===== src/knight_pkg.sv =====
package knight_pkg;

  ////////////////////
  // sample path
  ////////////////////
  localparam int DUTY_W         = 11;  // pwm period is 2**DUTY_W cycles
  localparam int NUM_CH         = 4;   // capture channels on the sample bus
  localparam int SAMPLE_CREDITS = 4;   // engine sample buffer depth
  localparam int CREDIT_W       = $clog2(SAMPLE_CREDITS + 1);

  typedef logic [1:0]        ch_id_t;  // channel id on the sample bus
  typedef logic [DUTY_W-1:0] duty_t;   // high cycles per period

  // channel map
  localparam ch_id_t CH_LFT_FWD  = 2'd0;
  localparam ch_id_t CH_LFT_REV  = 2'd1;
  localparam ch_id_t CH_RGHT_FWD = 2'd2;
  localparam ch_id_t CH_RGHT_REV = 2'd3;

  ////////////////////
  // wheel dynamics
  ////////////////////
  typedef logic signed [15:0] omega_t;   // wheel angular speed
  typedef logic signed [12:0] alpha_t;   // wheel angular accel

  localparam omega_t OMEGA_MAX     = 16'sd32700;  // speed clamp, both signs
  localparam alpha_t FRICTION_BAND = 13'sd32;     // below this, friction wins

  ////////////////////
  // platform
  ////////////////////
  typedef logic signed [19:0] heading_t;  // 0 is north, full circle wraps
  typedef logic [14:0]        pos_t;      // 4096 counts per square

  localparam omega_t   MOVE_MIN      = 16'sd1000;  // both wheels above this to travel
  localparam pos_t     START_XY      = 15'h2800;   // center of square 2.5
  localparam heading_t START_HEADING = 20'sh00000;

  // center line bands, low 12 bits of a coordinate, exclusive bounds
  localparam logic [11:0] LINE_LO1 = 12'h3E0;
  localparam logic [11:0] LINE_HI1 = 12'h460;
  localparam logic [11:0] LINE_LO2 = 12'hBA0;
  localparam logic [11:0] LINE_HI2 = 12'hC20;

  // guardrail bands on the lateral coordinate
  localparam logic [11:0]        RAIL_LO    = 12'h710;
  localparam logic [11:0]        RAIL_HI    = 12'h8F0;
  localparam logic signed [16:0] RAIL_SPEED = 17'sd22000;  // omega sum threshold

  localparam pos_t BORDER_Y = 15'h5000;  // board edge, every sensor sees it

  // cardinal bands on heading[19:8]
  localparam logic [11:0] HEADING_NORTH_LO = 12'hFB8;  // north wraps through zero
  localparam logic [11:0] HEADING_NORTH_HI = 12'h048;
  localparam logic [11:0] HEADING_EAST_LO  = 12'hBB8;
  localparam logic [11:0] HEADING_EAST_HI  = 12'hC48;
  localparam logic [11:0] HEADING_SOUTH_LO = 12'h7B8;
  localparam logic [11:0] HEADING_SOUTH_HI = 12'h848;
  localparam logic [11:0] HEADING_WEST_LO  = 12'h3B8;
  localparam logic [11:0] HEADING_WEST_HI  = 12'h448;

endpackage


===== src/pwm_capture.sv =====
`timescale 1ns/1ns

module pwm_capture (
  input  logic              clk,
  input  logic              rst_n,
  input  logic              pwm,         // motor drive line
  input  logic              sample_gnt,  // arbiter took the held duty
  output logic              sample_req,
  output knight_pkg::duty_t duty
);
  import knight_pkg::*;

  duty_t per_cnt;   // free running, all channels in phase
  duty_t high_cnt;  // high cycles so far this period
  logic  period_end;

  assign period_end = &per_cnt;  // last cycle of the period

  ////////////////////
  // counters
  ////////////////////
  always_ff @(posedge clk, negedge rst_n) begin
    if (!rst_n) begin
      per_cnt  <= '0;
      high_cnt <= '0;
    end else begin
      per_cnt <= per_cnt + 1'b1;
      if (period_end)
        high_cnt <= '0;               // restart for next period
      else if (pwm)
        high_cnt <= high_cnt + 1'b1;
    end
  end

  // held sample, counts the last cycle too and clamps a full-on period
  always_ff @(posedge clk) begin
    if (period_end)
      duty <= (pwm && !(&high_cnt)) ? high_cnt + 1'b1 : high_cnt;
  end

  // request rises the cycle after period end, drops on grant
  always_ff @(posedge clk, negedge rst_n) begin
    if (!rst_n)
      sample_req <= 1'b0;
    else if (period_end)
      sample_req <= 1'b1;
    else if (sample_gnt)
      sample_req <= 1'b0;
  end

  // the previous duty must have left before the next one loads
  overrun_chk : assert property (@(posedge clk) disable iff (!rst_n)
    period_end |-> (!sample_req || sample_gnt));

endmodule


===== src/sample_arbiter.sv =====
`timescale 1ns/1ns

module sample_arbiter (
  input  logic                              clk,
  input  logic                              rst_n,
  input  logic [knight_pkg::NUM_CH-1:0]     sample_req,
  input  knight_pkg::duty_t                 duty_in [knight_pkg::NUM_CH],
  output logic [knight_pkg::NUM_CH-1:0]     sample_gnt,
  output logic                              smp_vld,
  output knight_pkg::ch_id_t                smp_ch,
  output knight_pkg::duty_t                 smp_duty,
  input  logic                              credit_ret   // engine freed one entry
);
  import knight_pkg::*;

  ch_id_t              last_ch;    // previous winner, search starts after it
  ch_id_t              win_ch;
  logic                win_found;
  logic                gnt;
  logic [CREDIT_W-1:0] credits;    // free entries in the engine buffer
  logic [CREDIT_W:0]   avail;      // credits left after this cycle's traffic

  ////////////////////
  // round robin pick
  ////////////////////
  always_comb begin
    win_found = 1'b0;
    win_ch    = last_ch;
    for (int i = 1; i <= NUM_CH; i++) begin
      if (!win_found && sample_req[ch_id_t'(last_ch + i)]) begin  // first requester past last
        win_found = 1'b1;
        win_ch    = ch_id_t'(last_ch + i);
      end
    end
  end

  // the send already on the bus spends one, a returning credit adds one
  assign avail = (CREDIT_W+1)'(credits) - (CREDIT_W+1)'(smp_vld)
               + (CREDIT_W+1)'(credit_ret);
  assign gnt   = win_found && (avail != '0);

  assign sample_gnt = gnt ? ({{(NUM_CH-1){1'b0}}, 1'b1} << win_ch) : '0;

  ////////////////////
  // output stage
  ////////////////////
  always_ff @(posedge clk, negedge rst_n) begin
    if (!rst_n) begin
      smp_vld <= 1'b0;
      last_ch <= ch_id_t'(NUM_CH - 1);  // channel 0 goes first
      credits <= CREDIT_W'(SAMPLE_CREDITS);
    end else begin
      smp_vld <= gnt;                   // one cycle after the grant
      if (gnt)
        last_ch <= win_ch;
      credits <= credits - CREDIT_W'(smp_vld) + CREDIT_W'(credit_ret);
    end
  end

  always_ff @(posedge clk) begin
    if (gnt) begin
      smp_ch   <= win_ch;
      smp_duty <= duty_in[win_ch];      // capture holds it until the grant
    end
  end

  credit_max_chk : assert property (@(posedge clk) disable iff (!rst_n)
    credits <= CREDIT_W'(SAMPLE_CREDITS));

  // a send lands only while the engine still has room
  credit_zero_chk : assert property (@(posedge clk) disable iff (!rst_n)
    smp_vld |-> (credits != '0));

endmodule


===== src/wheel_dynamics.sv =====
`timescale 1ns/1ns

module wheel_dynamics (
  input  logic                clk,
  input  logic                rst_n,
  input  logic                smp_vld,
  input  knight_pkg::ch_id_t  smp_ch,
  input  knight_pkg::duty_t   smp_duty,
  output logic                credit_ret,
  output logic                wheel_vld,
  output knight_pkg::omega_t  omega_lft,
  output knight_pkg::omega_t  omega_rght
);
  import knight_pkg::*;

  duty_t               duty_buf [NUM_CH];  // one entry per channel
  logic [NUM_CH-1:0]   rcvd;               // which entries hold this period
  logic                full;
  logic [CREDIT_W-1:0] ret_cnt;            // credits still to hand back
  alpha_t              alpha_lft;
  alpha_t              alpha_rght;

  ////////////////////
  // physics
  ////////////////////
  // accel = torque minus drag, torque is the plain duty difference
  function automatic alpha_t calc_alpha(duty_t fwd, duty_t rev, omega_t om);
    logic signed [13:0] torque;
    logic signed [13:0] acc;
    torque = $signed({3'b000, fwd}) - $signed({3'b000, rev});
    acc    = torque - 14'(om >>> 4) - 14'(om >>> 6);
    if (acc > 14'sd4095)
      return 13'sd4095;              // clamp to 13 bit signed
    else if (acc < -14'sd4096)
      return -13'sd4096;
    return alpha_t'(acc);
  endfunction

  function automatic omega_t calc_omega(omega_t om, alpha_t acc);
    logic signed [16:0] sum;         // one extra bit so the clamp sees overflow
    sum = 17'(om) + 17'(acc >>> 3);
    if (acc > FRICTION_BAND || acc < -FRICTION_BAND) begin
      if (sum > 17'(OMEGA_MAX))
        return OMEGA_MAX;
      else if (sum < -17'(OMEGA_MAX))
        return -OMEGA_MAX;
      return omega_t'(sum);
    end
    return om - (om >>> 6);          // friction bleeds 1/64 per update
  endfunction

  assign full       = &rcvd;
  assign alpha_lft  = calc_alpha(duty_buf[CH_LFT_FWD], duty_buf[CH_LFT_REV], omega_lft);
  assign alpha_rght = calc_alpha(duty_buf[CH_RGHT_FWD], duty_buf[CH_RGHT_REV], omega_rght);

  ////////////////////
  // sample buffer
  ////////////////////
  always_ff @(posedge clk) begin
    if (smp_vld)
      duty_buf[smp_ch] <= smp_duty;
  end

  always_ff @(posedge clk, negedge rst_n) begin
    if (!rst_n) begin
      rcvd       <= '0;
      omega_lft  <= '0;
      omega_rght <= '0;
      wheel_vld  <= 1'b0;
      ret_cnt    <= '0;
      credit_ret <= 1'b0;
    end else begin
      rcvd <= (full ? '0 : rcvd) | (smp_vld ? (NUM_CH'(1) << smp_ch) : '0);
      wheel_vld <= full;             // both wheels step together
      if (full) begin
        omega_lft  <= calc_omega(omega_lft, alpha_lft);
        omega_rght <= calc_omega(omega_rght, alpha_rght);
      end
      credit_ret <= (ret_cnt != '0); // one pulse per freed entry
      if (full)
        ret_cnt <= CREDIT_W'(NUM_CH);
      else if (ret_cnt != '0)
        ret_cnt <= ret_cnt - 1'b1;
    end
  end

  // arbiter must not send a channel twice before the period is used up
  dup_sample_chk : assert property (@(posedge clk) disable iff (!rst_n)
    smp_vld |-> !rcvd[smp_ch]);

endmodule


===== src/platform_integrator.sv =====
`timescale 1ns/1ns

module platform_integrator (
  input  logic                 clk,
  input  logic                 rst_n,
  input  logic                 wheel_vld,
  input  knight_pkg::omega_t   omega_lft,
  input  knight_pkg::omega_t   omega_rght,
  output logic                 phys_vld,
  output knight_pkg::heading_t heading,
  output knight_pkg::pos_t     xx,
  output knight_pkg::pos_t     yy,
  output logic                 lft_ir_n,
  output logic                 cntr_ir_n,
  output logic                 rght_ir_n
);
  import knight_pkg::*;

  logic signed [16:0] omega_sum;     // positive when rolling forward
  omega_t             rate;          // platform turn rate
  heading_t           rate_x;
  heading_t           heading_nxt;
  logic [11:0]        hband;         // coarse heading for the cardinal bands
  logic               moving;
  logic               rail_on;
  logic [3:0]         step;
  pos_t               xx_nxt, yy_nxt;
  logic               lft_nxt, cntr_nxt, rght_nxt;

  function automatic logic on_line(pos_t p);
    return (p[11:0] > LINE_LO1 && p[11:0] < LINE_HI1) ||
           (p[11:0] > LINE_LO2 && p[11:0] < LINE_HI2);
  endfunction

  ////////////////////
  // heading
  ////////////////////
  assign omega_sum = 17'(omega_lft) + 17'(omega_rght);
  assign rate      = (omega_rght >>> 1) - (omega_lft >>> 1);
  assign rate_x    = heading_t'(rate);   // sign extend before weighting
  assign heading_nxt = heading + (rate_x >>> 7) + (rate_x >>> 8)
                     - (rate_x >>> 12) - (rate_x >>> 13) - (rate_x >>> 14);
  assign hband     = heading_nxt[19:8];

  assign moving  = (omega_lft > MOVE_MIN) && (omega_rght > MOVE_MIN);
  assign rail_on = omega_sum > RAIL_SPEED;
  assign step    = omega_sum[16:13];

  ////////////////////
  // position and IR
  ////////////////////
  always_comb begin
    xx_nxt   = xx;
    yy_nxt   = yy;
    lft_nxt  = 1'b1;                   // rails dark unless travelling
    rght_nxt = 1'b1;
    if (moving) begin
      if (hband >= HEADING_NORTH_LO || hband <= HEADING_NORTH_HI) begin
        yy_nxt   = yy + pos_t'(step);
        lft_nxt  = !(rail_on && xx[11:0] < RAIL_LO);
        rght_nxt = !(rail_on && xx[11:0] > RAIL_HI);
      end else if (hband >= HEADING_EAST_LO && hband <= HEADING_EAST_HI) begin
        xx_nxt   = xx + pos_t'(step);
        lft_nxt  = !(rail_on && yy[11:0] > RAIL_HI);
        rght_nxt = !(rail_on && yy[11:0] < RAIL_LO);
      end else if (hband >= HEADING_SOUTH_LO && hband <= HEADING_SOUTH_HI) begin
        yy_nxt   = yy - pos_t'(step);
        lft_nxt  = !(rail_on && xx[11:0] > RAIL_HI);
        rght_nxt = !(rail_on && xx[11:0] < RAIL_LO);
      end else if (hband >= HEADING_WEST_LO && hband <= HEADING_WEST_HI) begin
        xx_nxt   = xx - pos_t'(step);
        lft_nxt  = !(rail_on && yy[11:0] < RAIL_LO);
        rght_nxt = !(rail_on && yy[11:0] > RAIL_HI);
      end                              // off axis, no travel
    end
    cntr_nxt = !(on_line(xx_nxt) || on_line(yy_nxt));
    if (yy_nxt > BORDER_Y) begin       // board edge lights everything
      lft_nxt  = 1'b0;
      cntr_nxt = 1'b0;
      rght_nxt = 1'b0;
    end
  end

  always_ff @(posedge clk, negedge rst_n) begin
    if (!rst_n) begin
      phys_vld  <= 1'b0;
      heading   <= START_HEADING;
      xx        <= START_XY;
      yy        <= START_XY;
      lft_ir_n  <= 1'b1;
      cntr_ir_n <= 1'b1;
      rght_ir_n <= 1'b1;
    end else begin
      phys_vld <= wheel_vld;
      if (wheel_vld) begin
        heading   <= heading_nxt;
        xx        <= xx_nxt;
        yy        <= yy_nxt;
        lft_ir_n  <= lft_nxt;
        cntr_ir_n <= cntr_nxt;
        rght_ir_n <= rght_nxt;
      end
    end
  end

endmodule


===== src/knight_physics_top.sv =====
`timescale 1ns/1ns

module knight_physics_top (
  input  logic                 clk,
  input  logic                 rst_n,
  input  logic                 lft_pwm1,    // left forward drive
  input  logic                 lft_pwm2,    // left reverse drive
  input  logic                 rght_pwm1,   // right forward drive
  input  logic                 rght_pwm2,   // right reverse drive
  output logic                 phys_vld,
  output knight_pkg::omega_t   omega_lft,
  output knight_pkg::omega_t   omega_rght,
  output knight_pkg::heading_t heading,
  output knight_pkg::pos_t     xx,
  output knight_pkg::pos_t     yy,
  output logic                 lft_ir_n,
  output logic                 cntr_ir_n,
  output logic                 rght_ir_n
);
  import knight_pkg::*;

  logic [NUM_CH-1:0] pwm_line;     // indexed by channel id
  logic [NUM_CH-1:0] sample_req;
  logic [NUM_CH-1:0] sample_gnt;
  duty_t             duty [NUM_CH];
  logic              smp_vld;
  ch_id_t            smp_ch;
  duty_t             smp_duty;
  logic              credit_ret;
  logic              wheel_vld;

  assign pwm_line = {rght_pwm2, rght_pwm1, lft_pwm2, lft_pwm1};

  ////////////////////
  // captures
  ////////////////////
  for (genvar g = 0; g < NUM_CH; g++) begin : g_cap
    pwm_capture u_cap (
      .clk        (clk),
      .rst_n      (rst_n),
      .pwm        (pwm_line[g]),
      .sample_gnt (sample_gnt[g]),
      .sample_req (sample_req[g]),
      .duty       (duty[g])
    );
  end

  sample_arbiter u_arb (
    .clk        (clk),
    .rst_n      (rst_n),
    .sample_req (sample_req),
    .duty_in    (duty),
    .sample_gnt (sample_gnt),
    .smp_vld    (smp_vld),
    .smp_ch     (smp_ch),
    .smp_duty   (smp_duty),
    .credit_ret (credit_ret)
  );

  wheel_dynamics u_wheel (
    .clk        (clk),
    .rst_n      (rst_n),
    .smp_vld    (smp_vld),
    .smp_ch     (smp_ch),
    .smp_duty   (smp_duty),
    .credit_ret (credit_ret),
    .wheel_vld  (wheel_vld),
    .omega_lft  (omega_lft),
    .omega_rght (omega_rght)
  );

  platform_integrator u_plat (
    .clk        (clk),
    .rst_n      (rst_n),
    .wheel_vld  (wheel_vld),
    .omega_lft  (omega_lft),
    .omega_rght (omega_rght),
    .phys_vld   (phys_vld),
    .heading    (heading),
    .xx         (xx),
    .yy         (yy),
    .lft_ir_n   (lft_ir_n),
    .cntr_ir_n  (cntr_ir_n),
    .rght_ir_n  (rght_ir_n)
  );

endmodule


===== config.mk =====
export PLATFORM = sky130hd
export DESIGN_NAME = knight_physics_top
export DESIGN_NICKNAME = d
export VERILOG_FILES = /design/src/knight_pkg.sv /design/src/pwm_capture.sv /design/src/sample_arbiter.sv /design/src/wheel_dynamics.sv /design/src/platform_integrator.sv /design/src/knight_physics_top.sv
export SDC_FILE = /design/constraint.sdc
export NUM_CORES = 1
export LEC_CHECK = 0
export BUFFER_PORTS_ARGS = -buffer_cell sky130_fd_sc_hd__buf_2
export CORE_MARGIN = 5
export CORE_UTILIZATION = 32
export DETAILED_ROUTE_END_ITERATION = 7
export GPL_TIMING_DRIVEN = 1
export PLACE_DENSITY = 0.47
export SYNTH_ARGS = -nofsm -noshare
export SYNTH_HDL_FRONTEND = slang
export SYNTH_SLANG_ARGS = --single-unit

===== constraint.sdc =====
create_clock -name clk -period 7.9 [get_ports clk]
set_input_delay 0.79 -clock clk [delete_from_list [all_inputs] [get_ports clk]]
set_output_delay 0.79 -clock clk [all_outputs]
set_load 0.01 [all_outputs]

Word level (Yosys, flattened, before mapping)
Memory sizes are Yosys's and may differ from the RTL's.
Index checks and enable logic that the tools add are counted.

storage, ports and cells
  flip-flop bits (word level) = 250
  memory bits (writable) = 44
  word-level logic and storage cells = 281
  memories kept = 1

operators by class
  add/subtract/negate cells = 38
  order comparisons = 41
  equal/unequal tests = 1
  shift-type cells = 2
  muxes and demuxes = 100
  bitwise operators = 3
  reductions and logical operators = 60

memories
  name              words  bits a word  read ports  clocked after memory_dff  wr ports  RTL line              source
  u_wheel.duty_buf  4      11           4           0                         1         wheel_dynamics.sv:16  duty_t duty_buf [NUM_CH];

operators by type and width
  operator                                                       number
  2-to-1 mux 16 bit                                              10
  2-to-1 mux 11 bit                                              14
  2-to-1 mux 15 bit                                              7
  adder 11 x 1 -> 11 bit (second input constant)                 8
  AND reduction 11 bit                                           8
  2-to-1 mux 13 bit                                              6
  > comparator 17 x 16 -> 1 bit (second input constant)          3
  > comparator 12 bit (second input constant)                    4
  less-than comparator 12 x 11 -> 1 bit (second input constant)  4
  2-to-1 mux 1 bit                                               47
  adder 16 x 10 -> 17 bit                                        2
  less-than comparator 17 x 16 -> 1 bit (second input constant)  2
  > comparator 16 x 11 -> 1 bit (second input constant)          2
  subtractor 16 x 10 -> 16 bit                                   2
  adder 15 x 4 -> 15 bit                                         2
  subtractor 15 x 4 -> 15 bit                                    2
  > comparator 14 x 13 -> 1 bit (second input constant)          2
  less-than comparator 14 x 13 -> 1 bit (second input constant)  2
  subtractor 14 x 10 -> 14 bit                                   2
  > comparator 13 x 7 -> 1 bit (second input constant)           2
  less-than comparator 13 x 6 -> 1 bit (second input constant)   2
  subtractor 12 x 12 -> 13 bit                                   2
  greater-or-equal comparator 12 bit (second input constant)     2
  > comparator 12 x 10 -> 1 bit (second input constant)          2
  43 further kinds                                               106

Logic depth before layout (Yosys ltp)
  depth in word-level cells = 19
  gate-level depth with buffers = 44

By module
From an unflattened synthesis, not the netlist that was laid out.

unflattened totals
  cells, all modules = 2613
  area, all modules = 24524.8 µm²

modules (own cells, without submodules)
  module                            instances  cells an instance  area each (µm²)
  wheel_dynamics                    1          1075               9532.9
  platform_integrator               1          946                7648.6
  pwm_capture (g_cap[1].u_cap ...)  3          126                1544.0
  pwm_capture (g_cap[0].u_cap)      1          143                1585.3
  sample_arbiter                    1          71                 1126.1

Least setup slack after synthesis
No wires, ideal clock.

  path kind = flip-flop to flip-flop
  start = reg u_wheel.omega_lft[5]
  end = reg u_plat.cntr_ir_n
  library setup time = 0.089 ns
  arrival time = 8.728 ns
  required time = 7.811 ns
  setup slack = -0.917 ns
  stages on the path, launching flop included = 42
  path buffers = 0
  cells stage by stage = dfrtp_1 -> inv_1 -> ha_1 -> a2111o_1 -> o21a_1 -> a21oi_1 -> nor2b_1 -> nor2_1 -> nor2_1 -> o21a_1 -> nor2_1 -> inv_1 -> a21oi_1 -> nor2b_1 -> o21a_1 -> nor2_1 -> xnor2_1 -> inv_1 -> [... 6 more ...] -> inv_1 -> fa_1 -> nor2b_1 -> o31a_1 -> o21ai_1 -> o21a_1 -> a21oi_2 -> or4_1 -> a2111o_1 -> nor3_2 -> o2111ai_2 -> o31ai_2 -> xor2_1 -> nand4b_1 -> nor4_1 -> o31ai_1 -> a31o_1 -> o32ai_2

on the way
  cells in the longest elaborated chain, start to end = 19

RTL lines
  element                                                                                                RTL line                                              source
  from (decl)                                                                                            wheel_dynamics.sv:11                                  output knight_pkg::omega_t omega_lft,
  from (signal assigned)                                                                                 wheel_dynamics.sv:76                                  omega_lft <= calc_omega(omega_lft, alpha_lft);
  subtractor 15 x 15 -> 16 bit                                                                           platform_integrator.sv:39                             assign rate = (omega_rght >>> 1) - (omega_lft >>> 1);
  adder 20 x 9 -> 20 bit                                                                                 platform_integrator.sv:41                             assign heading_nxt = heading + (rate_x >>> 7) + (rate_x >>> 8)
  adder 20 x 8 -> 20 bit                                                                                 platform_integrator.sv:41
  subtractor 20 x 4 -> 20 bit                                                                            platform_integrator.sv:42                             - (rate_x >>> 12) - (rate_x >>> 13) - (rate_x >>> 14);
  subtractor 20 x 3 -> 20 bit                                                                            platform_integrator.sv:42
  subtractor 20 x 2 -> 20 bit                                                                            platform_integrator.sv:42
  greater-or-equal comparator 12 x 10 -> 1 bit / <= comparator 12 x 11 -> 1 bit (equally long branches)  platform_integrator.sv:70                             end else if (hband >= HEADING_WEST_LO && hband <= HEADING_WEST_HI) begin
  logical AND 1 bit                                                                                      platform_integrator.sv:70
  [... 3 more ...]                                                                                       -
  2-to-1 mux 12 bit                                                                                      platform_integrator.sv:58                             if (hband >= HEADING_NORTH_LO || hband <= HEADING_NORTH_HI) begin
  2-to-1 mux 12 bit                                                                                      platform_integrator.sv:57                             if (moving) begin
  > comparator 12 x 10 -> 1 bit, or another cell as far along                                            platform_integrator.sv:31                             return (p[11:0] > LINE_LO1 && p[11:0] < LINE_HI1) ||
  logical AND 1 bit, on equally long branches                                                            platform_integrator.sv:31, platform_integrator.sv:32
  logical OR 1 bit                                                                                       platform_integrator.sv:31
  logical OR 1 bit                                                                                       platform_integrator.sv:76                             cntr_nxt = !(on_line(xx_nxt) || on_line(yy_nxt));
  logical NOT 1 bit                                                                                      platform_integrator.sv:76
  2-to-1 mux 1 bit *                                                                                     platform_integrator.sv:77                             if (yy_nxt > BORDER_Y) begin
  to (signal assigned)                                                                                   platform_integrator.sv:100                            cntr_ir_n <= cntr_nxt;
  to (decl)                                                                                              platform_integrator.sv:14                             output logic cntr_ir_n,

Every way passes the cells marked *; elsewhere a longest branch is shown, timed or not. The select of a mux whose other input is x is not followed.
A chain may end at the register's enable or synchronous reset.

Worst setup path after layout
Ends and elaborated chain as after synthesis.

==> impl_metrics.tcl <==
set metrics [dict create \
    track_usage 0.161 \
    grt_pass1_vias 19295 \
    status "complete, but fails checks" \
    end_kind "register" \
    violations "negative setup slack" \
    p_sw_uw 943 \
    yosysSeqAreaShare 0.343 \
    worst_slew_pin_slew_ns 1.21 \
    cts_tree "done" \
    ys_types 94 \
    synth_seq_cells 294 \
    whs_ns 0.269 \
    clk_pin_slew_ns 0.06 \
    yosysWarnings 0 \
    slew_viol_final 0 \
    grt_setup_unrepaired "yes" \
    skew_ns 0.0272 \
    worst_slack_ns -0.782 \
    grt_remaining_overflow 0 \
    start_kind "register" \
    nets 3167 \
    p_clk_frac 0.465 \
    final.min_clock_period_ns 8.68 \
    wire_per_inst_um 16.8 \
    via_per_inst 4.98 \
    cts_made_buffers 38 \
    synthFlopType "dfrtp_1" \
    grt-busiest-layer "met2" \
    synth_top_cells_by_area "dfrtp_1 20%, edfxtp_1 13%, ha_1 13%" \
    crit_slowest_cell "fa_1" \
    grt_pass1_wl_um 103000 \
    syn_to_final_growth_pct 29.3 \
    drcViolationCount 0 \
    required_ns 8.38 \
    core-area_mm2 0.0712 \
    cts_max_level 2 \
    vias 19276 \
    slew_headroom 0.192 \
    die_x_um 278 \
    leakagePower_nw 13.4 \
    cts_sinks 294 \
    dieArea_mm2 0.0772 \
    seqPwrFrac 0.469 \
    cts-root-buf "clkbuf_16" \
    gp_congestion 0.849 \
    r2r-start "u_wheel.omega_lft[5]" \
    grt_max_degree 90 \
    globalRouteMet1Util 0.218 \
    critical_path.startpoint "u_wheel.omega_lft[5]" \
    crit_fanout 4 \
    clock_path_buffers 3 \
    drt_iter0_drc 899 \
    initial_core_util 0.322 \
    syn_area_mm2 0.0229 \
    max-cap-violations 0 \
    wl_um 65000 \
    max_freq_ghz 0.115 \
    holdBufCountCts 0 \
    internal_power_mw 2.78 \
    setup_viol 9 \
    dpl_worst_slack_ns -0.897 \
    power_frac_comb 0.066 \
    die_h_um 278 \
    mostFrequentLayoutCell "buf_4" \
    vdd_drop_max_uv 140 \
    port-buffer-count 91 \
    layout_common_cells "324 x buf_4, 219 x nor2_1, 219 x ha_1, 212 x inv_1, 178 x dfrtp_1" \
    drive_gt1_frac 0.267 \
    insertion_delay_ns 0.58 \
    synth_async_sr_flop_share 0.656 \
    swShare 0.254 \
    critPathMaxStageDelay_ns 0.52 \
    hp-class "primary input to asynchronous set/reset pin" \
    critPathKind "register to register" \
    grt_util_met2 0.276 \
    dr.pass1.iters 5 \
    synth_area_per_cell_um2 9.26 \
    antenna_cells 0 \
    fin_crit_sh 1.10 \
    synth_cells 2479 \
    antenna_found_initial 1 \
    synth_edf_count 101 \
    yosysTopAreaCell "dfrtp_1" \
    io_pins 92 \
    hold_violations 0 \
    gr-usage-met3 0.0223 \
    std_cell_rows 98 \
    ant_nets 0 \
    power_density_mw_per_mm2 125 \
    power.total_mw 3.72 \
    dpl.hpwl_um 48600 \
    synth_top_cell_area_share 0.200 \
    crit_arrival_ns 9.16 \
    syn_nets 2752 \
]
critical path: cells and delay by family (launching register included):
kind / cells / cell delay, ns
AO/OA/AOI/OAI: 16 / 3.47
AND/OR/NAND/NOR: 11 / 1.76
buffers and inverters: 8 / 0.66
adder cells (fa/ha/maj): 6 / 1.99
flip-flops: 1 / 0.40
XOR/XNOR: 2 / 0.31
final timing paths:
check / endpoint / slack (ns) / cells past startpoint
hold reg to reg: g_cap[2].u_cap.per_cnt[10] / 0.46 / 1
setup reg to reg: u_plat.cntr_ir_n / -0.78 / 43
min in group clk: g_cap[2].u_cap.per_cnt[10] / 0.46 / 1
max in group asynchronous: u_wheel.omega_lft[4] / 6.11 / 2
setup / recovery: u_plat.cntr_ir_n / -0.78 / 43
hold / removal: u_plat.xx[7] / 0.27 / 1
synthesized netlist by cell type, types with 21 or more instances:
library cell and number:
nand2b_1 38, clkbuf_1 59, fa_1 37, xnor2_1 182
nor2b_1 27, inv_1 219, a21oi_1 163, nor3_1 55
a21o_1 49, xor2_1 90, dfrtp_1 183, ha_1 230
o21bai_1 35, edfxtp_1 101, maj3_1 21, nand4_1 36
o21ai_0 120, nand2_1 178, and3_1 44, nand3_1 43
nor2_1 230
registers in the layout, summed over array words and instances (netlist names), 16 cells and up:
name / flops
g_cap.u_cap.high_cnt: 44
u_wheel.omega_rght: 16
g_cap.u_cap.duty: 44
g_cap.u_cap.per_cnt: 44
u_wheel.duty_buf: 44
u_wheel.omega_lft: 16
u_plat.heading: 20
through the flow:
stage	cell area (µm²)	cells	TNS, ns	util
after detailed placement	26700	3743	-16.20	0.374
after floorplan	23100	2479	-0.794	-
after global placement	26700	3743	-11.51	0.374
after CTS	28400	3837	-2.55	0.399
final	29700	3874	-2.80	0.416
after global routing	29700	3874	-18.72	0.416
per-layer routing:
metal	part of all wire	up-vias
met5	0	-
met2	0.48	256
met1	0.47	9376
met4	0.021	0
met3	0.032	79
li1	-	9565
cell type report:
type	instances	area [µm²]
clock buffer	51	1080
clock inverter	19	191
fill	6902	41600
inverter	221	830
multi-input combinational	1898	15300
sequential	294	7880
tap	950	1190
timing repair buffer	441	3210
timing repair:
item                       CTS  global route
setup buffers               24            43
pin swaps                   42           126
gates resized for setup     93           201
setup endpoints to repair   55            64
power groups by stage:
stage,clock [mW],combinational [mW],sequential [mW]
2_1_floorplan,0,0.192,1.74
5_1_grt,1.86,0.289,1.75
4_1_cts,1.80,0.251,1.74
3_3_place_gp,0,0.244,1.77
6_report,1.73,0.244,1.74
3_5_place_dp,0,0.249,1.77
cell families (layout without fill, tap and decap cells):
group / count (synthesis) / after routing / synth area share
adders and majority gates: 288 / 288 / 0.167
xor gates and xnor gates: 274 / 274 / 0.105
AOI/OAI and AO/OA: 555 / 555 / 0.158
muxes: 32 / 32 / 0.0207
and+or+nand+nor: 749 / 749 / 0.159
buffers and inverters: 287 / 732 / 0.0475
DFF: 294 / 294 / 0.343
(Power assumes the default switching activity.)
